**src/rtl/soc_pkg.sv**
```systemverilog
/*
 * shared bus types for the system-bus fabric
 * request and response structs, target and arbiter enums,
 * address windows and register offsets of the MMIO targets
 */
package soc_pkg;

	// host request, 66 bits
	typedef struct packed {
		logic [31:0] addr;
		logic [31:0] wdata;
		logic        we;
		logic        rd;
	} bus_req_t;

	// target response, 33 bits
	typedef struct packed {
		logic [31:0] rdata;
		logic        ready;
	} bus_rsp_t;

	typedef enum logic [1:0] {
		TGT_NONE,
		TGT_RAM,
		TGT_GPIO,
		TGT_TIMER
	} target_e;

	typedef enum logic [1:0] {
		ARB_IDLE,
		ARB_HOST0,
		ARB_HOST1
	} arb_state_e;

	// address windows
	localparam logic [31:0] RAM_BASE   = 32'h2000_0000;
	localparam logic [31:0] GPIO_BASE  = 32'h9200_0000;
	localparam logic [31:0] TIMER_BASE = 32'h9300_0000;
	localparam logic [31:0] MMIO_SPAN  = 32'h0000_0100;

	// gpio registers
	localparam logic [7:0] GPIO_INPUTS  = 8'h00;
	localparam logic [7:0] GPIO_LEDS    = 8'h04;
	localparam logic [7:0] GPIO_IRQ_CLR = 8'h08;

	// timer registers
	localparam logic [7:0] TIMER_MTIME    = 8'h00;
	localparam logic [7:0] TIMER_MTIMECMP = 8'h04;
	localparam logic [7:0] TIMER_MSIP     = 8'h08;

endpackage
```
**src/rtl/bus_arbiter.sv**
```systemverilog
/*
 * two-host request/grant arbiter
 * host 0 wins ties from idle, no preemption while req is held;
 * muxes the owner's request onto the shared bus and
 * returns the response to the owner only
 */
module bus_arbiter (
	input  logic               clk_main,
	input  logic               rst_n,
	input  logic               req0,
	input  logic               req1,
	input  soc_pkg::bus_req_t  host0_req,
	input  soc_pkg::bus_req_t  host1_req,
	input  soc_pkg::bus_rsp_t  bus_rsp,
	output logic               gnt0,
	output logic               gnt1,
	output soc_pkg::bus_rsp_t  host0_rsp,
	output soc_pkg::bus_rsp_t  host1_rsp,
	output soc_pkg::bus_req_t  bus_req
);

	soc_pkg::arb_state_e state;

	// ownership changes only through idle
	always_ff @(posedge clk_main or negedge rst_n) begin
		if (!rst_n) begin
			state <= soc_pkg::ARB_IDLE;
		end else begin
			case (state)
				soc_pkg::ARB_IDLE: begin
					if (req0)
						state <= soc_pkg::ARB_HOST0;
					else if (req1)
						state <= soc_pkg::ARB_HOST1;
				end
				soc_pkg::ARB_HOST0: begin
					if (!req0)
						state <= soc_pkg::ARB_IDLE;
				end
				soc_pkg::ARB_HOST1: begin
					if (!req1)
						state <= soc_pkg::ARB_IDLE;
				end
				default: state <= soc_pkg::ARB_IDLE;
			endcase
		end
	end

	assign gnt0 = (state == soc_pkg::ARB_HOST0);
	assign gnt1 = (state == soc_pkg::ARB_HOST1);

	// no owner means no strobes reach the bus
	always_comb begin
		case (state)
			soc_pkg::ARB_HOST0: bus_req = host0_req;
			soc_pkg::ARB_HOST1: bus_req = host1_req;
			default:            bus_req = '0;
		endcase
	end

	assign host0_rsp = gnt0 ? bus_rsp : '0;
	assign host1_rsp = gnt1 ? bus_rsp : '0;

	a_single_grant: assert property (@(posedge clk_main) disable iff (!rst_n)
		!(gnt0 && gnt1));

	// host side must never read and write in one cycle
	a_no_dual_strobe: assert property (@(posedge clk_main) disable iff (!rst_n)
		(gnt0 |-> !(host0_req.rd && host0_req.we)) and
		(gnt1 |-> !(host1_req.rd && host1_req.we)));

endmodule

```
**config.mk**
```make
export PLATFORM = sky130hd
export DESIGN_NAME = bus_arbiter
export DESIGN_NICKNAME = d
export VERILOG_FILES = /design/src/rtl/soc_pkg.sv /design/src/rtl/bus_arbiter.sv
export SDC_FILE = /design/constraint.sdc
export NUM_CORES = 1
export LEC_CHECK = 0
export BUFFER_PORTS_ARGS = -buffer_cell sky130_fd_sc_hd__buf_4
export CAP_MARGIN = 10
export CORE_AREA = 2 2 119 121
export CTS_CLUSTER_DIAMETER = 200
export DETAILED_ROUTE_END_ITERATION = 16
export DIE_AREA = 0 0 121 123
export PLACE_DENSITY = 0.42
export SYNTH_ARGS = -nofsm -noshare
export SYNTH_HDL_FRONTEND = slang
export SYNTH_SLANG_ARGS = --single-unit
```
**constraint.sdc**
```tcl
create_clock -name clk_main -period 2.9 [get_ports clk_main]
set_input_delay 0 -clock clk_main [delete_from_list [all_inputs] [get_ports clk_main]]
set_output_delay 0 -clock clk_main [all_outputs]
set_load 0.05 [all_outputs]
```
==> flow_summary.json <==
{
  "routedWlPerCell_um": 14.6,
  "clkLatencyLatePin_ns": 0.22,
  "hpwl_mm": 8.14,
  "cts_tree": "yes",
  "powerDensity_nw_per_um2": 1090,
  "cts_root_buffer": "clkbuf_16",
  "initial_core_util_pct": 11.7,
  "final_common_cell": "buf_4",
  "finalCritPeriodShare_pct": 72.8,
  "holdWs_ns": 0.127,
  "max-slew-margin-rel_pct": 61.8,
  "timing.fmax_mhz": 474,
  "status": "completed",
  "die_w_um": 121,
  "grt_pass1_wl_mm": 14.5,
  "cts_made_buffers": 3,
  "largest-register": "state",
  "drt_pass1_iterations": 4,
  "synth.avg_cell_area_um2": 6.58,
  "grt_usage_pct": 12.2,
  "core_um2": 13600,
  "synth_seq_cells": 2,
  "yosysUniqueCellTypes": 14,
  "yosys_warnings": 0,
  "setup.worst_path.class": "reg2out",
  "syn_nets": 416,
  "clock_skew_ns": 0.000605,
  "fin_tns_setup_ns": 0,
  "slowest_delay_ns": 0.56,
  "io_buffers": 302,
  "insertedDiodeCount": 0,
  "hold_viol_final": 0,
  "clockBufferDepth": 2,
  "syn_area_um2": 1600,
  "grt_max_degree": 102,
  "synthCells": 243,
  "final_layout_size_suffix_gt1_share_pct": 59.2,
  "cp_cell_sequence": "inv_1, ha_2, buf_12, a22oi_1, nor2b_1, buf_4",
  "viasPerCell": 4.04,
  "top_regs": "state: 2 flops",
  "final_cell_mix": "buf_4, a22oi_1, nor2b_1, and2_1, inv_1",
  "wl_mm": 10.3,
  "die_h_um": 123,
  "setup_violations": 0,
  "hold_path.class": "in2async",
  "largest_reg_flops": 2,
  "gp_congestion": 0.760,
  "vdd_drop_max_mv": 0.364,
  "antenna_found_initial": 0,
  "rows": 43,
  "final_nets": 700,
  "overflow": 0,
  "yosysSeqAreaShare_pct": 3.13,
  "cellLeakagePower_nw": 2.07,
  "clkTransAtPathRegs_ns": 0.03,
  "areaGrowthSynthToFinish_pct": 159,
  "min_period_ns": 2.11,
  "cp.required_ns": 2.90,
  "start_kind": "flip-flop",
  "grt_pass1_vias": 2798,
  "cts_num_sinks": 2,
  "max_slew.worst_pin.slew_ns": 0.573,
  "vias": 2849,
  "cts.htree.levels": 1,
  "drv_cap": 0,
  "drtIter0Drc": 115,
  "die_area_um2": 14900,
  "critPathArrivalTime_ns": 2.11,
  "crit_fanout": 43,
  "crit_slowest_cell": "ha_2",
  "drc": 0,
  "rsz0062_at_grt": "no",
  "io_pins": 303,
  "maxSlewViolCount": 0,
  "antenna_left": 0,
  "cp-end-kind": "output pin",
  "cts_resized": 0
}
final timing paths:
check	slack, ns	start	cells past startpoint	to
setup / recovery	0.79	state[0]	6	bus_req[8]
hold / removal	0.13	rst_n	2	state[1]
setup reg to reg	1.00	state[0]	5	state[1]
hold reg to reg	0.56	state[1]	1	state[1]
max in group asynchronous	2.68	rst_n	2	state[0]
min in group clk_main	0.15	req0	3	state[1]
per-layer routing:
layer | up-vias | wire, µm | global-route usage [%]
met5 | - | 0 | 0
met4 | 0 | 41 | 1.38
met3 | 4 | 1020 | 2.86
met2 | 166 | 5580 | 25.0
met1 | 1275 | 3630 | 12.7
li1 | 1404 | - | -
repair_timing:
item,in CTS,in global routing
hold buffers,1,0
buffers inserted,0,0
endpoints found under the setup margin,0,0
hold endpoints to repair,2,0
worst max-delay path: cells and delay by family, from the launching register on:
family,cells,cell delay (ns)
AO/OA/AOI/OAI,1,0.13
adder cells (fa/ha/maj),1,0.56
buffers and inverters,3,0.62
flip-flops,1,0.40
AND/OR/NAND/NOR,1,0.14
where the power goes:
group	switching, mW	internal, mW	total, mW
combinational	2.81	1.42	4.24
sequential	0.0133	0.0405	0.0538
clock	0.0318	0.175	0.207
final cells by class:
class | instances | area, µm²
well taps | 180 | 225
flip-flops and latches | 2 | 50.0
fillers | 1459 | 9480
inverters | 5 | 18.8
clock buffers | 3 | 75.1
multi-input cells | 208 | 1420
repair buffers | 307 | 2340
per-stage QoR:
stage	worst slack (ns)	instance area (µm²)	cells	utilization, %	total power, mW
floorplan	0.596	1600	243	-	3.04
global placement	0.986	4050	701	29.7	4.32
detailed placement	0.970	4050	701	29.7	4.34
CTS	0.740	4130	705	30.4	4.56
global route	0.629	4130	705	30.4	4.75
finish	0.789	4130	705	30.4	4.50
synthesized netlist by cell type:
cell	instances	area, µm²
dfrtp_1	2	50.1
buf_2	5	25.0
nand2_1	1	3.75
inv_1	5	18.8
a32o_1	2	20.0
buf_4	1	7.51
o21ai_0	2	10.0
a22oi_1	66	495
clkbuf_1	20	75.1
nor2b_1	66	413
ha_1	4	50.1
a22o_1	1	8.76
and2_1	66	413
buf_1	2	7.51
logic make-up (layout without fill, tap and decap cells):
logic type / after synthesis / after routing / share of synthesized area [%]
AND/OR/NAND/NOR: 133 / 133 / 51.9
adder cells (fa/ha/maj): 4 / 4 / 3.13
buffers and inverters: 33 / 315 / 8.38
flip-flops: 2 / 2 / 3.13
AO/OA/AOI/OAI: 71 / 71 / 33.4
No activity file was read; power rests on OpenSTA's default activity.
