===== src/rtl/soc_pkg.sv =====
/*
 * shared bus types for the system-bus fabric
 * request and response structs, target and arbiter enums,
 * address windows and register offsets of the MMIO targets
 */
package soc_pkg;

	// host request, 66 bits
	typedef struct packed {
		logic [31:0] addr;
		logic [31:0] wdata;
		logic        we;
		logic        rd;
	} bus_req_t;

	// target response, 33 bits
	typedef struct packed {
		logic [31:0] rdata;
		logic        ready;
	} bus_rsp_t;

	typedef enum logic [1:0] {
		TGT_NONE,
		TGT_RAM,
		TGT_GPIO,
		TGT_TIMER
	} target_e;

	typedef enum logic [1:0] {
		ARB_IDLE,
		ARB_HOST0,
		ARB_HOST1
	} arb_state_e;

	// address windows
	localparam logic [31:0] RAM_BASE   = 32'h2000_0000;
	localparam logic [31:0] GPIO_BASE  = 32'h9200_0000;
	localparam logic [31:0] TIMER_BASE = 32'h9300_0000;
	localparam logic [31:0] MMIO_SPAN  = 32'h0000_0100;

	// gpio registers
	localparam logic [7:0] GPIO_INPUTS  = 8'h00;
	localparam logic [7:0] GPIO_LEDS    = 8'h04;
	localparam logic [7:0] GPIO_IRQ_CLR = 8'h08;

	// timer registers
	localparam logic [7:0] TIMER_MTIME    = 8'h00;
	localparam logic [7:0] TIMER_MTIMECMP = 8'h04;
	localparam logic [7:0] TIMER_MSIP     = 8'h08;

endpackage

===== src/rtl/gpio_port.sv =====
/*
 * gpio target
 * debounced switch/button inputs, LED register,
 * sticky button-press interrupt with write-to-clear
 */
module gpio_port #(
	parameter int debounce_cycles = 16
) (
	input  logic               clk_main,
	input  logic               rst_n,
	input  soc_pkg::bus_req_t  bus_req,
	input  logic [1:0]         sw,
	input  logic [1:0]         btn,
	output soc_pkg::bus_rsp_t  bus_rsp,
	output logic [3:0]         led,
	output logic               irq_gpio
);

	logic [3:0]  inputs_d;
	logic [1:0]  btn_q;
	logic        btn_rise;
	logic [31:0] rdata_q;
	logic        ready_q;

	// switches high, buttons low
	debounce #(
		.debounce_cycles(debounce_cycles)
	) u_debounce (
		.clk_main(clk_main),
		.rst_n(rst_n),
		.raw({sw, btn}),
		.stable(inputs_d)
	);

	assign btn_rise = |(inputs_d[1:0] & ~btn_q);

	always_ff @(posedge clk_main or negedge rst_n) begin
		if (!rst_n) begin
			btn_q    <= '0;
			led      <= '0;
			irq_gpio <= 1'b0;
			ready_q  <= 1'b0;
		end else begin
			btn_q   <= inputs_d[1:0];
			ready_q <= bus_req.rd | bus_req.we;
			if (bus_req.we && bus_req.addr[7:0] == soc_pkg::GPIO_LEDS)
				led <= bus_req.wdata[3:0];
			// a new press wins over a clear in the same cycle
			if (btn_rise)
				irq_gpio <= 1'b1;
			else if (bus_req.we && bus_req.addr[7:0] == soc_pkg::GPIO_IRQ_CLR)
				irq_gpio <= 1'b0;
		end
	end

	always_ff @(posedge clk_main) begin
		if (bus_req.rd) begin
			case (bus_req.addr[7:0])
				soc_pkg::GPIO_INPUTS:  rdata_q <= {28'd0, inputs_d};
				soc_pkg::GPIO_LEDS:    rdata_q <= {28'd0, led};
				soc_pkg::GPIO_IRQ_CLR: rdata_q <= {31'd0, irq_gpio};
				default:               rdata_q <= 32'd0;
			endcase
		end
	end

	assign bus_rsp = '{rdata: rdata_q, ready: ready_q};

endmodule


===== src/rtl/debounce.sv =====
/*
 * debouncer for four raw inputs
 * two-flop synchronizer, then a per-bit stable counter
 */
module debounce #(
	parameter int debounce_cycles = 16
) (
	input  logic       clk_main,
	input  logic       rst_n,
	input  logic [3:0] raw,
	output logic [3:0] stable
);

	localparam int CW = $clog2(debounce_cycles + 1);

	logic [3:0]    sync1;
	logic [3:0]    sync2;
	logic [CW-1:0] cnt [4];

	always_ff @(posedge clk_main or negedge rst_n) begin
		if (!rst_n) begin
			sync1 <= '0;
			sync2 <= '0;
		end else begin
			sync1 <= raw;
			sync2 <= sync1;
		end
	end

	// count while the input disagrees, restart when it agrees
	always_ff @(posedge clk_main or negedge rst_n) begin
		if (!rst_n) begin
			stable <= '0;
			for (int i = 0; i < 4; i++)
				cnt[i] <= '0;
		end else begin
			for (int i = 0; i < 4; i++) begin
				if (sync2[i] == stable[i]) begin
					cnt[i] <= '0;
				end else if (cnt[i] == CW'(debounce_cycles - 1)) begin
					stable[i] <= sync2[i];
					cnt[i]    <= '0;
				end else begin
					cnt[i] <= cnt[i] + 1'b1;
				end
			end
		end
	end

endmodule


===== config.mk =====
export PLATFORM = sky130hd
export DESIGN_NAME = gpio_port
export DESIGN_NICKNAME = d
export VERILOG_FILES = /design/src/rtl/soc_pkg.sv /design/src/rtl/gpio_port.sv /design/src/rtl/debounce.sv
export SDC_FILE = /design/constraint.sdc
export NUM_CORES = 1
export LEC_CHECK = 0
export BUFFER_PORTS_ARGS = -buffer_cell sky130_fd_sc_hd__buf_4
export CORE_ASPECT_RATIO = 1.1
export CORE_MARGIN = 2
export CORE_UTILIZATION = 47
export DETAILED_ROUTE_END_ITERATION = 8
export PLACE_DENSITY = 0.85
export SYNTH_ARGS = -nofsm -noshare
export SYNTH_HDL_FRONTEND = slang
export SYNTH_SLANG_ARGS = --single-unit

===== constraint.sdc =====
create_clock -name clk_main -period 2.3 [get_ports clk_main]
set_clock_uncertainty 0.15 [all_clocks]
set_input_delay 0.23 -clock clk_main [delete_from_list [all_inputs] [get_ports clk_main]]
set_output_delay 0.23 -clock clk_main [all_outputs]
set_load 0.01 [all_outputs]

==> results.md <==
- Clk root buf: clkbuf_8
- Final setup vio count: 0
- Setup TNS: 0 ns
- FMAX: 637 MHz
- # DRC: 0
- Aggregate global-route resource usage: 14.1%
- Placed cell area: 2090 sq um
- Crit start category: input pin
- Diodes inserted: 0
- Die ar.: 4640 sq um
- TritonCTS Sinks: 44
- DR WL/cell: 11.7 um
- Gr ovfl total: 0
- WS Path Type: input pin to flip-flop
- PwrDens: 683 nW/um^2
- Worst Hold Launch: bus_req[4]
- Slew Limit Fails: 0
- Iter 0 DRT Violations: 49
- Max Cap Viol: 0
- RD Place Congestion: 0.770
- Max IR drop VDD: 0.632 mV
- Initial Utilization: 48.7%
- Post-DRT Antenna Nets: 0
- Post-synthesis average cell area: 12.1 sq um
- Ratio of cells with drive above 1 in the final layout: 24.1%
- Register area share after synthesis: 58.1%
- Class of the worst hold path: input pin to flip-flop
- Crit path required time: 2.33 ns
- Grt peak-use layer: met2
- Die height: 71.2 um
- TritonCTS Buffers: 5
- Die W: 65.1 um
- Routed vias: 1128
- I/O pins: 110
- Crit. End Element: flip-flop
- H-tree levels: 2
- Fin util: 57.0%
- Vias in the first global route: 1099
- Core Region: 3960 sq um
- Critical path peak fanout: 4
- Pre-CTS WS: 0.404 ns
- Share of the synthesized area in the top cell type: 51.8%
- First-pass GRT wire length: 4.77 mm
- Area delta synth->final: 17.1%
- CTS tree: built
- Global Route met3 Usage: 5.49%
- YS warnings: 0
- Clock period minus worst slack: 1.57 ns
- CP Launch Point: bus_req[35]
- Placed wire-length estimate: 2.09 mm
- Seq cells post-synth: 44
- Nets: 274
- DRT Wirelength: 2.94 mm
- Endpoints failing hold: 0
- Clk_lat worst skew: 0.30 ns
- Worst Setup Slack, final: 0.730 ns
- Cells after Synth: 159
- Port bufs: 29
- Met1 usage: 15.7%
- Reg-to-reg critical path startpoint: u_debounce.cnt[5]
- Max Root-Sink Buffers: 2
- Yosys cell types: 24
- Cts repair resizes: 0
- Pin count of the biggest net entering global routing: 41
- CP arrival: 1.60 ns
- Grt met2 use: 23.5%
- Cell taking the most area after synthesis: dfrtp_1
- Outcome: finished clean
- Fin area: 2260 sq um
- Clk pin slew, worst setup/hold paths: 0.09 ns
- Largest cells by area after synthesis: dfrtp_1 (52%), buf_4 (11%), edfxtp_1 (6.2%)
- Unrepaired setup endpoints after global routing: false
- Vias per inst: 4.49
- Pre-antenna DRT Iters: 4
- Antenna violations before repair: 0
- Period utilization: 68.3%
- Row Count: 24
- Synthesized cell area: 1930 sq um
- Leakage: 1.18 nW
## timing repair
action | CTS | global route
hold buffers | 6 | 0
buffers inserted | 0 | 0
endpoints found under the setup margin | 0 | 0
endpoints found under the hold margin | 45 | 0
## path summary, 6_finish.rpt
path                                        end  slack, ns  cells after the start
setup / recovery                         led[3]       0.73                      4
hold / removal                           led[2]      0.007                      2
setup reg to reg           u_debounce.stable[2]       0.86                      4
hold reg to reg             u_debounce.sync2[0]       0.20                      0
max in group asynchronous              btn_q[1]       1.37                      2
min in group asynchronous               ready_q       0.28                      2
## final cells by class
| cell class | instances | area (sq um) |
|---|---|---|
| clock inverters | 2 | 35.0 |
| clock buffers | 6 | 72.6 |
| multi-input cells | 107 | 671 |
| well taps | 52 | 65.1 |
| repair buffers | 35 | 278 |
| fillers | 351 | 1700 |
| inverters | 5 | 18.8 |
| flip-flops and latches | 44 | 1120 |
## worst max-delay path, stage by stage
cell and delay [ns]:
buf_4 0.11, or4_4 0.57, nor3_4 0.31, mux2_2 0.38
## per-stage QoR
| step | std cells | power (W) | hold WS (ns) |
|---|---|---|---|
| finish | 251 | 0.00154 | 0.00733 |
| global route | 251 | 0.00161 | 0.00337 |
| CTS | 251 | 0.00156 | 0.000104 |
| detailed placement | 237 | 0.000983 | 0.0848 |
| global placement | 237 | 0.000977 | 0.0803 |
| floorplan | 186 | 0.000952 | -0.216 |
## power by group
part / switching, W / internal [W] / leakage, nW / total [W]
clock network: 0.000247 / 0.000322 / 0.0552 / 0.000569
registers: 0.0000207 / 0.000815 / 0.563 / 0.000836
logic: 0.0000757 / 0.0000628 / 0.559 / 0.000139
## placed cells by master (no fill, tap or decap), types with 2 or more instances in the layout
cell           instances
buf_4                 29
clkbuf_8               5
ha_1                   4
and3_1                 4
or2_2                  2
mux2i_1                4
nor2_1                18
dfrtp_1               40
and2_1                 5
nand3b_1               2
mux2_2                 8
edfxtp_1               4
conb_1                28
inv_1                  5
nand3_1                8
o21ai_0                5
xor2_1                12
dlygate4sd3_1          6
## Yosys cell counts
master / count
nor3_4: 1
nor4b_1: 1
nand3b_1: 2
conb_1: 1
o221ai_1: 1
o41ai_1: 1
or2_2: 2
dfrtp_1: 40
nand2_1: 1
xor2_1: 12
clkbuf_1: 1
mux2_2: 8
o21ai_0: 5
nor2_1: 18
and2_1: 5
or3_1: 1
ha_1: 4
mux2i_1: 4
and3_1: 4
edfxtp_1: 4
nand3_1: 8
buf_4: 29
or4_4: 1
inv_1: 5
## cells by family after synthesis
logic type,Yosys count,share of synthesized area [%]
buf+inv,35,12.4
compound gates,7,2.20
other cells,1,0.194
mux,12,6.74
fa+ha+maj,4,2.59
flops,44,58.1
xor+xnor,12,5.44
simple gates,44,12.3
## state kept, by name, indices dropped and copies added, names as in the netlist
signal,cells
u_debounce.stable,4
u_debounce.sync1,4
irq_gpio,1
u_debounce.sync2,4
ready_q,1
rdata_q,4
u_debounce.cnt,20
led,4
btn_q,2
## layer usage
metal  vias to the layer above  routed length (um)
met4                         0                  59
met1                       545                1190
li1                        546                   -
met5                         -                   0
met3                         5                 184
met2                        32                1500
Note: power is estimated with default switching activity, not from simulation.
