==> config.mk <==
export PLATFORM = sky130hd
export DESIGN_NAME = address_map
export DESIGN_NICKNAME = d
export VERILOG_FILES = /design/src/rtl/soc_pkg.sv /design/src/rtl/address_map.sv
export SDC_FILE = /design/constraint.sdc
export NUM_CORES = 1
export LEC_CHECK = 0
export ABC_CLOCK_PERIOD_IN_PS = 1800
export BUFFER_PORTS_ARGS = -buffer_cell sky130_fd_sc_hd__buf_2
export CELL_PAD_IN_SITES_DETAIL_PLACEMENT = 0
export CELL_PAD_IN_SITES_GLOBAL_PLACEMENT = 2
export CORE_AREA = 2 2 154 156
export DETAILED_ROUTE_END_ITERATION = 7
export DIE_AREA = 0 0 156 158
export PLACE_DENSITY = 0.76
export SYNTH_ARGS = -nofsm -noshare
export SYNTH_HDL_FRONTEND = slang
export SYNTH_SLANG_ARGS = --single-unit
==> constraint.sdc <==
create_clock -name clk_main -period 1.8 [get_ports clk_main]
set_input_delay 0.09 -clock clk_main [delete_from_list [all_inputs] [get_ports clk_main]]
set_output_delay 0.09 -clock clk_main [all_outputs]
set_load 0.05 [all_outputs]
==> src/rtl/soc_pkg.sv <==
/*
 * shared bus types for the system-bus fabric
 * request and response structs, target and arbiter enums,
 * address windows and register offsets of the MMIO targets
 */
package soc_pkg;

	// host request, 66 bits
	typedef struct packed {
		logic [31:0] addr;
		logic [31:0] wdata;
		logic        we;
		logic        rd;
	} bus_req_t;

	// target response, 33 bits
	typedef struct packed {
		logic [31:0] rdata;
		logic        ready;
	} bus_rsp_t;

	typedef enum logic [1:0] {
		TGT_NONE,
		TGT_RAM,
		TGT_GPIO,
		TGT_TIMER
	} target_e;

	typedef enum logic [1:0] {
		ARB_IDLE,
		ARB_HOST0,
		ARB_HOST1
	} arb_state_e;

	// address windows
	localparam logic [31:0] RAM_BASE   = 32'h2000_0000;
	localparam logic [31:0] GPIO_BASE  = 32'h9200_0000;
	localparam logic [31:0] TIMER_BASE = 32'h9300_0000;
	localparam logic [31:0] MMIO_SPAN  = 32'h0000_0100;

	// gpio registers
	localparam logic [7:0] GPIO_INPUTS  = 8'h00;
	localparam logic [7:0] GPIO_LEDS    = 8'h04;
	localparam logic [7:0] GPIO_IRQ_CLR = 8'h08;

	// timer registers
	localparam logic [7:0] TIMER_MTIME    = 8'h00;
	localparam logic [7:0] TIMER_MTIMECMP = 8'h04;
	localparam logic [7:0] TIMER_MSIP     = 8'h08;

endpackage
==> src/rtl/address_map.sv <==
/*
 * address map of the shared bus
 * decodes ram, gpio and timer windows, gates strobes to the
 * selected target and routes its response back;
 * unmapped accesses get a zero-data ready one cycle late
 */
module address_map #(
	parameter int ram_aw = 10
) (
	input  logic               clk_main,
	input  logic               rst_n,
	input  soc_pkg::bus_req_t  bus_req,
	input  soc_pkg::bus_rsp_t  ram_rsp,
	input  soc_pkg::bus_rsp_t  gpio_rsp,
	input  soc_pkg::bus_rsp_t  timer_rsp,
	output soc_pkg::bus_rsp_t  bus_rsp,
	output soc_pkg::bus_req_t  ram_req,
	output soc_pkg::bus_req_t  gpio_req,
	output soc_pkg::bus_req_t  timer_req
);

	localparam logic [31:0] RAM_BYTES = 32'd4 << ram_aw;

	logic [31:0]      ram_off;
	logic [31:0]      gpio_off;
	logic [31:0]      timer_off;
	logic             strobe;
	soc_pkg::target_e sel;
	soc_pkg::target_e resp_tgt;
	logic             none_ready;

	// offsets wrap high below a base, so one compare per window
	assign ram_off   = bus_req.addr - soc_pkg::RAM_BASE;
	assign gpio_off  = bus_req.addr - soc_pkg::GPIO_BASE;
	assign timer_off = bus_req.addr - soc_pkg::TIMER_BASE;
	assign strobe    = bus_req.rd | bus_req.we;

	always_comb begin
		if (ram_off < RAM_BYTES)
			sel = soc_pkg::TGT_RAM;
		else if (gpio_off < soc_pkg::MMIO_SPAN)
			sel = soc_pkg::TGT_GPIO;
		else if (timer_off < soc_pkg::MMIO_SPAN)
			sel = soc_pkg::TGT_TIMER;
		else
			sel = soc_pkg::TGT_NONE;
	end

	always_comb begin
		ram_req   = '{addr: ram_off, wdata: bus_req.wdata,
			we: bus_req.we & (sel == soc_pkg::TGT_RAM),
			rd: bus_req.rd & (sel == soc_pkg::TGT_RAM)};
		gpio_req  = '{addr: gpio_off, wdata: bus_req.wdata,
			we: bus_req.we & (sel == soc_pkg::TGT_GPIO),
			rd: bus_req.rd & (sel == soc_pkg::TGT_GPIO)};
		timer_req = '{addr: timer_off, wdata: bus_req.wdata,
			we: bus_req.we & (sel == soc_pkg::TGT_TIMER),
			rd: bus_req.rd & (sel == soc_pkg::TGT_TIMER)};
	end

	// remember who answers next cycle
	always_ff @(posedge clk_main or negedge rst_n) begin
		if (!rst_n) begin
			resp_tgt   <= soc_pkg::TGT_NONE;
			none_ready <= 1'b0;
		end else begin
			if (strobe)
				resp_tgt <= sel;
			none_ready <= strobe && (sel == soc_pkg::TGT_NONE);
		end
	end

	always_comb begin
		case (resp_tgt)
			soc_pkg::TGT_RAM:   bus_rsp = ram_rsp;
			soc_pkg::TGT_GPIO:  bus_rsp = gpio_rsp;
			soc_pkg::TGT_TIMER: bus_rsp = timer_rsp;
			default:            bus_rsp = '{rdata: 32'd0, ready: none_ready};
		endcase
	end

	// one target strobed at a time, the unmapped path included
	a_one_target: assert property (@(posedge clk_main) disable iff (!rst_n)
		$onehot0({ram_req.rd | ram_req.we, gpio_req.rd | gpio_req.we,
			timer_req.rd | timer_req.we, strobe && (sel == soc_pkg::TGT_NONE)}));

endmodule

==> results of run 1 <==
## cells by family after synthesis
kind of cell               Yosys count
xor gates and xnor gates            11
buffers and inverters              197
AOI/OAI and AO/OA                   47
muxes                               35
and+or+nand+nor                     34
adders and majority gates            9
DFF                                  3
## power by group
part,leakage (uW),internal [uW],total [uW],switching [uW]
Sequential,0.0000357,70.7,74.9,4.21
Combinational,0.00185,398,1160,759
Clock,0.0000382,292,355,62.5
## metrics by stage
stage / utilization [%] / setup TNS, ps / setup slack [ps] / total power [uW] / cell area, sq um
6_report: 16.9 / 0 / 3.11 / 1590 / 3880
3_3_place_gp: 14.9 / -1190 / -253 / 1180 / 3450
2_1_floorplan: - / -213 / -84.6 / 1580 / 2870
5_1_grt: 16.9 / -574 / -76.0 / 1670 / 3880
3_5_place_dp: 14.9 / -1320 / -264 / 1180 / 3450
4_1_cts: 16.2 / -48.9 / -27.9 / 1580 / 3730
## final timing paths
kind | cells past startpoint | from | slack (ps) | endpoint
worst max-delay path | 8 | bus_req[60] | 3 | timer_req[1]
worst min-delay path | 0 | bus_req[3] | 180 | timer_req[3]
worst max register to register | 3 | resp_tgt[0] | 560 | resp_tgt[0]
worst min register to register | 2 | resp_tgt[1] | 840 | resp_tgt[1]
max in group asynchronous | 2 | rst_n | 1420 | resp_tgt[1]
min in group asynchronous | 2 | rst_n | 250 | none_ready
## sequential cells by signal, summed over array words and instances (netlist names)
name	count
none_ready	1
resp_tgt	2
## layout make-up
cell class	instances	area [sq um]	share of cell area, %
Clock buffer	4	78.8	2.03
Inverter	8	37.5	0.966
Multi-Input combinational cell	136	1490	38.4
Sequential cell	3	76.3	1.96
Tap cell	290	363	9.34
Timing Repair Buffer	295	1840	47.3
## timing repair
action / in CTS / in global routing
hold buffers: 1 / 0
endpoints found under the hold margin: 3 / 0
cloned: 0 / 2
pin swaps: 10 / 8
resized for setup: 36 / 18
endpoints found under the setup margin: 6 / 7
buffers inserted: 5 / 4
## cell usage in the layout (no fill, tap or decap), types with 2 or more instances in the layout
| cell | Yosys | final |
|---|---|---|
| sky130_fd_sc_hd__buf_2 | 0 | 222 |
| sky130_fd_sc_hd__buf_4 | 174 | 50 |
| sky130_fd_sc_hd__mux2_2 | 33 | 33 |
| sky130_fd_sc_hd__a22o_1 | 32 | 32 |
| sky130_fd_sc_hd__buf_6 | 2 | 9 |
| sky130_fd_sc_hd__nand2_1 | 6 | 6 |
| sky130_fd_sc_hd__buf_8 | 0 | 6 |
| sky130_fd_sc_hd__xnor2_1 | 6 | 5 |
| sky130_fd_sc_hd__ha_1 | 9 | 5 |
| sky130_fd_sc_hd__clkbuf_16 | 0 | 5 |
| sky130_fd_sc_hd__buf_12 | 0 | 5 |
| sky130_fd_sc_hd__inv_1 | 8 | 4 |
| sky130_fd_sc_hd__nor4_4 | 3 | 4 |
| sky130_fd_sc_hd__and2_4 | 0 | 4 |
| sky130_fd_sc_hd__ha_4 | 0 | 4 |
| sky130_fd_sc_hd__xor2_1 | 5 | 3 |
| sky130_fd_sc_hd__inv_2 | 0 | 2 |
| sky130_fd_sc_hd__o31a_1 | 2 | 2 |
| sky130_fd_sc_hd__nand2b_1 | 3 | 2 |
| sky130_fd_sc_hd__or3_1 | 2 | 2 |
| sky130_fd_sc_hd__a21oi_1 | 3 | 2 |
| sky130_fd_sc_hd__xor2_4 | 0 | 2 |
| sky130_fd_sc_hd__clkinvlp_4 | 0 | 2 |
| sky130_fd_sc_hd__and3_4 | 0 | 2 |
| sky130_fd_sc_hd__dfrtp_1 | 3 | 2 |
## layer usage
metal | track usage [%] | vias to the layer above
met2 | 11.5 | 153
met1 | 8.33 | 1128
met4 | 1.53 | 0
li1 | - | 1197
met3 | 3.09 | 17
met5 | 0 | -
==> results.ini, run 1 <==
[synthesis]
most_instantiated_library_cell_after_synthesis=sky130_fd_sc_hd__buf_4
syn_area_per_cell_sq_um=8.30
synth_commonest_cells=174 x sky130_fd_sc_hd__buf_4, 33 x sky130_fd_sc_hd__mux2_2, 32 x sky130_fd_sc_hd__a22o_1, 12 x sky130_fd_sc_hd__clkbuf_1, 9 x sky130_fd_sc_hd__ha_1
synth_compound_area_share_pct=15.4
syn_nets=512
number_of_synthesized_flops_with_an_enable_pin=0
biggest_area_consumer_among_synthesized_cells=sky130_fd_sc_hd__buf_4
synth_xor_area_share_pct=3.46
simple_logic_cell_fraction_of_the_synthesized_area_pct=9.47
synth_largest_type_area_fraction_pct=46.9
syn_area_sq_um=2790
async_flop_share_pct=100
synth_top_flop_cell=sky130_fd_sc_hd__dfrtp_1
ys_seq_area_share_pct=2.69
postSynthCellCount=336
synth-warning-count=0
netlist_top_cells_area=sky130_fd_sc_hd__buf_4 47%, sky130_fd_sc_hd__mux2_2 13%, sky130_fd_sc_hd__a22o_1 10%
synth.lib_cells_used.distinct=43
synthAdderAreaFrac_pct=4.04
synth_top_family_by_area=buffers and inverters
yosys-mux-area-fraction_pct=14.5
postSynthRegisterBits=3

[global_routing]
number_of_antenna_violations_at_the_first_check_in_global_routing=0
maximum_number_of_pins_on_one_net_before_global_route_repair=33
grt_pass1_wl_mm=13.3
globalRouteTotalUtil_pct=6.96
grt_pass1_vias=2319
grt_remaining_overflow=0

[min_path]
hold_class=input port to primary output

[cts]
cts_inserted_buffers=3
cts-root-to-sink-buffers=2
clock_tree.htree_level_count=1
tritoncts=done
worst_skew_pair.late_latency_ps=220
cts_num_sinks=3
clk_tree_root_cell=sky130_fd_sc_hd__clkbuf_16

[critical_path]
critical_path.max_fanout=4
startpoint_type=input port
cpLargestDelayFamily=compound AO/OA/AOI/OAI gates
timing.setup.critical_path_class=input port to primary output
critical-path-slowest-cell=sky130_fd_sc_hd__or3_4
critical_path.most_common_cell=sky130_fd_sc_hd__buf_6
critical_path_required_ps=1710
worstPathBufferInverterCount=3
worst_setup_path_end_kind=primary output
timing.critical_path.cells=buf_6, buf_6, o31a_1, or3_4, o311a_4, a211oi_4, and2_4, buf_12
crit_path_max_incr_delay_ps=340
cp.arrival_ps=1710

[sta]
min_period_over_period_pct=99.8
max_slew_margin_pct=76.3
finalHoldViolCount=0
worst_slew_pin_slew_ps=355
timing.clock.skew_ps=0
rsz0062_at_grt=true
timing.fmax_mhz=557
setup_viol_count_final=0
drv_slew=0
hold-worst-slack_ps=180
post-route-min-period_ps=1800

[drt]
detailroute.wirelength.met3_mm=1.05
route.detailed.wl_per_inst_microns=14.1
drt_iter0_markers=58
routed.top_layer=met4
routed_wl_mm=10.3
route.antenna.remaining_nets=0
dr_total_vias=2495
first_pass_iters=4
met1Wirelength_mm=4.20
post-route-drc-count=0
via_to_cell_ratio=3.39
wl_met2_mm=4.97

[power_and_ir_drop]
vdd_drop_max_uv=217
cellLeakagePower_uw=0.00193
power_density_nw_per_um2=408

[layout]
design.final.nets=623
num-fill-cells=2627
finalNonFillerCells=736
syn_to_final_growth_pct=39.4
antenna-diode-count=0
drive_gt1_share_pct=82.3

[floorplan]
fp.dieH_microns=158
floorplan.die_area_sq_um=24600
row_count=56
chipWidth_microns=156
io-pin-count=398
initial_core_utilization_pct=12.1
fp.coreArea_sq_um=23100

[place]
gp_routability_congestion=0.741
dp_cells=720
total_of_buffers_placed_on_input_and_output_ports=237
detailedPlacementHpwl_mm=8.53

[run_status]
outcome=finished clean

[flow_run]
cap_viol_max_count=0

(Power assumes the default switching activity.)
==> run 2: changes to the inputs <==
Settings changed: ABC_AREA set to 1, CORE_AREA 2 2 154 156 to not set, CORE_MARGIN set to 2, CORE_UTILIZATION set to 11, DIE_AREA 0 0 156 158 to not set, PLACE_DENSITY 0.76 to 0.87.
==> run 2 against run 1 <==
Non-clock buffer count shrank 52. Maximum frequency up 7.3%. Register-to-register slack better by 490 ps. Synthesized cell count up 33%. Critical path depth down 2. Clock-buffer cell count did not move. Largest power group unchanged. Highest routed layer unchanged.
==> results.ini, run 2 <==
[run_status]
outcome=finished clean

[cts]
clk_tree_root_cell=sky130_fd_sc_hd__clkbuf_16
tritoncts=done
clk_pin_slew_worst_paths_ps=30
cts-root-to-sink-buffers=2
cts_inserted_buffers=3
worst_skew_pair.late_latency_ps=220
post_cts.repair.setup_buffers=0
clock_tree.htree_level_count=1
cts_num_sinks=3

[synthesis]
syn_area_per_cell_sq_um=5.85
postSynthCellCount=447
ys_seq_area_share_pct=2.87
simple_logic_cell_fraction_of_the_synthesized_area_pct=35.4
synth_xor_area_share_pct=1.34
syn_area_sq_um=2620
synth.lib_cells_used.distinct=23
synth_compound_area_share_pct=0.909
synth_top_flop_cell=sky130_fd_sc_hd__dfrtp_1
synthAdderAreaFrac_pct=4.31
synth_largest_type_area_fraction_pct=50.0
yosys-mux-area-fraction_pct=0
syn_nets=623
number_of_synthesized_flops_with_an_enable_pin=0
synth_top_family_by_area=buffers and inverters
netlist_top_cells_area=sky130_fd_sc_hd__buf_4 50%, sky130_fd_sc_hd__nand2_1 19%, sky130_fd_sc_hd__nand3_1 7.7%
most_instantiated_library_cell_after_synthesis=sky130_fd_sc_hd__buf_4
postSynthRegisterBits=3
async_flop_share_pct=100
synth-warning-count=0
biggest_area_consumer_among_synthesized_cells=sky130_fd_sc_hd__buf_4
synth_commonest_cells=174 x sky130_fd_sc_hd__buf_4, 134 x sky130_fd_sc_hd__nand2_1, 40 x sky130_fd_sc_hd__nand3_1, 24 x sky130_fd_sc_hd__nor2_1, 17 x sky130_fd_sc_hd__inv_1

[sta]
setup_viol_count_final=0
worst_slew_pin_slew_ps=290
post-route-worst-setup-slack_ps=125
timing.clock.skew_ps=0
max_slew_margin_pct=80.7
finalHoldViolCount=0
timing.fmax_mhz=597
min_period_over_period_pct=93.1
rsz0062_at_grt=true
post-route-min-period_ps=1680
drv_slew=0

[power_and_ir_drop]
combPwrFrac_pct=69.4
power_density_nw_per_um2=454
totalPowerFinal_uw=1400
switching_part_of_the_total_power_pct=56.1
cellLeakagePower_uw=0.00175
switching_power_summed_over_all_nets_uw=787
register_share_of_total_power_pct=5.2
internal_power_uw=616
power.clock.fraction_pct=25.4
vdd_drop_max_uv=279

[floorplan]
initial_core_utilization_pct=11.2
chipWidth_microns=158
fp.coreArea_sq_um=23400
io-pin-count=398
floorplan.die_area_sq_um=25000
fp.dieH_microns=158
row_count=56

[place]
gp_routability_congestion=0.831
detailedPlacementHpwl_mm=8.58
placement.setup.worst_slack_ps=99.9
total_of_buffers_placed_on_input_and_output_ports=237

[global_routing]
grt_pass1_wl_mm=13.3
maximum_number_of_pins_on_one_net_before_global_route_repair=34
number_of_antenna_violations_at_the_first_check_in_global_routing=0
grt_remaining_overflow=0
globalRouteTotalUtil_pct=7.08
grt_pass1_vias=2346

[critical_path]
crit_path_max_incr_delay_ps=410
critical_path.max_fanout=28
critical_path.startpoint=resp_tgt[0]
critical_path.most_common_cell=sky130_fd_sc_hd__nand2_1
timing.setup.critical_path_class=flip-flop to primary output
critical_path_required_ps=1710
timing.critical_path.cells=nand2_1, inv_2, buf_12, nand2_1, nand3_1, buf_2
worst_setup_path_end_kind=primary output
r2r-start=resp_tgt[0]
critical-path-slowest-cell=sky130_fd_sc_hd__dfrtp_1
startpoint_type=flip-flop
cp.arrival_ps=1590

[layout]
largest_reg_flops=2
syn_to_final_growth_pct=18.1
largest_registers=resp_tgt x2, none_ready x1
mostFrequentLayoutCell=sky130_fd_sc_hd__buf_2
top_register=resp_tgt
antenna-diode-count=0
drive_gt1_share_pct=54.3
final_cell_mix=230 x sky130_fd_sc_hd__buf_2, 134 x sky130_fd_sc_hd__nand2_1, 40 x sky130_fd_sc_hd__nand3_1
design.final.nets=687

[drt]
post-route-drc-count=0
first_pass_iters=4
dr_total_vias=2726
routed_wl_mm=10.1
route.detailed.wl_per_inst_microns=12.2
route.antenna.remaining_nets=0
drt_iter0_markers=86
via_to_cell_ratio=3.29

[min_path]
hold_class=input port to flip-flop
hp-start=bus_req[0]

[flow_run]
cap_viol_max_count=0

run 2: cell count changes in the layout (fill, tap and decap cells not counted), moves of 6 or more:
cell,change
sky130_fd_sc_hd__a22o_1,-32
sky130_fd_sc_hd__buf_2,+8
sky130_fd_sc_hd__buf_4,-46
sky130_fd_sc_hd__buf_6,-7
sky130_fd_sc_hd__buf_8,-6
sky130_fd_sc_hd__inv_1,+12
sky130_fd_sc_hd__inv_2,+6
sky130_fd_sc_hd__mux2_2,-33
sky130_fd_sc_hd__nand2_1,+128
sky130_fd_sc_hd__nand2_2,+10
sky130_fd_sc_hd__nand3_1,+39
sky130_fd_sc_hd__nor2_1,+17
sky130_fd_sc_hd__nor2_2,+6
run 2: layer usage:
metal | wire, microns | track usage [%] | vias up
met3 | 1870 | 5.75 | 4
met5 | 0 | 0 | -
met1 | 3920 | 7.87 | 1140
li1 | - | - | 1320
met4 | 25 | 0.815 | 0
met2 | 4320 | 10.8 | 262
run 2: power groups by stage:
stage                     combinational, uW  clock [uW]  sequential (uW)
after global routing                   1040         367             73.8
after detailed placement                975           0             74.1
after global placement                  981           0             73.9
after floorplan                        1440           0             73.2
after CTS                               981         359             73.5
final                                   973         357             73.3
run 2: per-stage QoR:
step	TNS (ps)	std cells	hold WS, ps	util [%]	area, sq um
2_1_floorplan	-683	447	-206	-	2640
3_3_place_gp	0	824	-111	12.6	2960
3_5_place_dp	0	824	-108	12.6	2960
4_1_cts	0	829	181	13.0	3050
5_1_grt	-3.67	829	180	13.2	3090
6_report	0	829	173	13.2	3090
run 2: cell type report:
type                       instances  area (sq um)
timing repair buffer             243          1300
multi-input combinational        235          1150
sequential                         3          75.1
fill                            2808         20300
clock buffer                       4          78.8
inverter                          25          93.8
tap                              319           399
run 2: repair_timing:
| action | 4_1_cts | 5_1_grt |
|---|---|---|
| hold buffers | 1 | 0 |
| hold endpoints to repair | 3 | 0 |
| endpoints found under the setup margin | 0 | 7 |
| resized for setup | 0 | 19 |
run 2: cells by family (layout without fill, tap and decap cells):
logic type,count (synthesis),in the layout
adders and majority gates,9,9
and+or+nand+nor,218,218
buffers and inverters,209,272
AOI/OAI and AO/OA,4,4
DFF,3,3
xor gates and xnor gates,4,4
run 2: path summary, 6_finish.rpt:
check / end / slack (ps) / depth (start not counted)
worst max-delay path: bus_rsp[14] / 120 / 6
worst min-delay path: resp_tgt[1] / 170 / 4
worst max register to register: resp_tgt[0] / 1050 / 2
worst min register to register: resp_tgt[1] / 550 / 2
max in group asynchronous: none_ready / 1460 / 2
min in group asynchronous: resp_tgt[0] / 230 / 2
run 2: critical path: cells and delay by family, from the launching register on:
family                 cells  cell delay, ps
buffers and inverters      3             620
DFF                        1             410
and+or+nand+nor            3             290
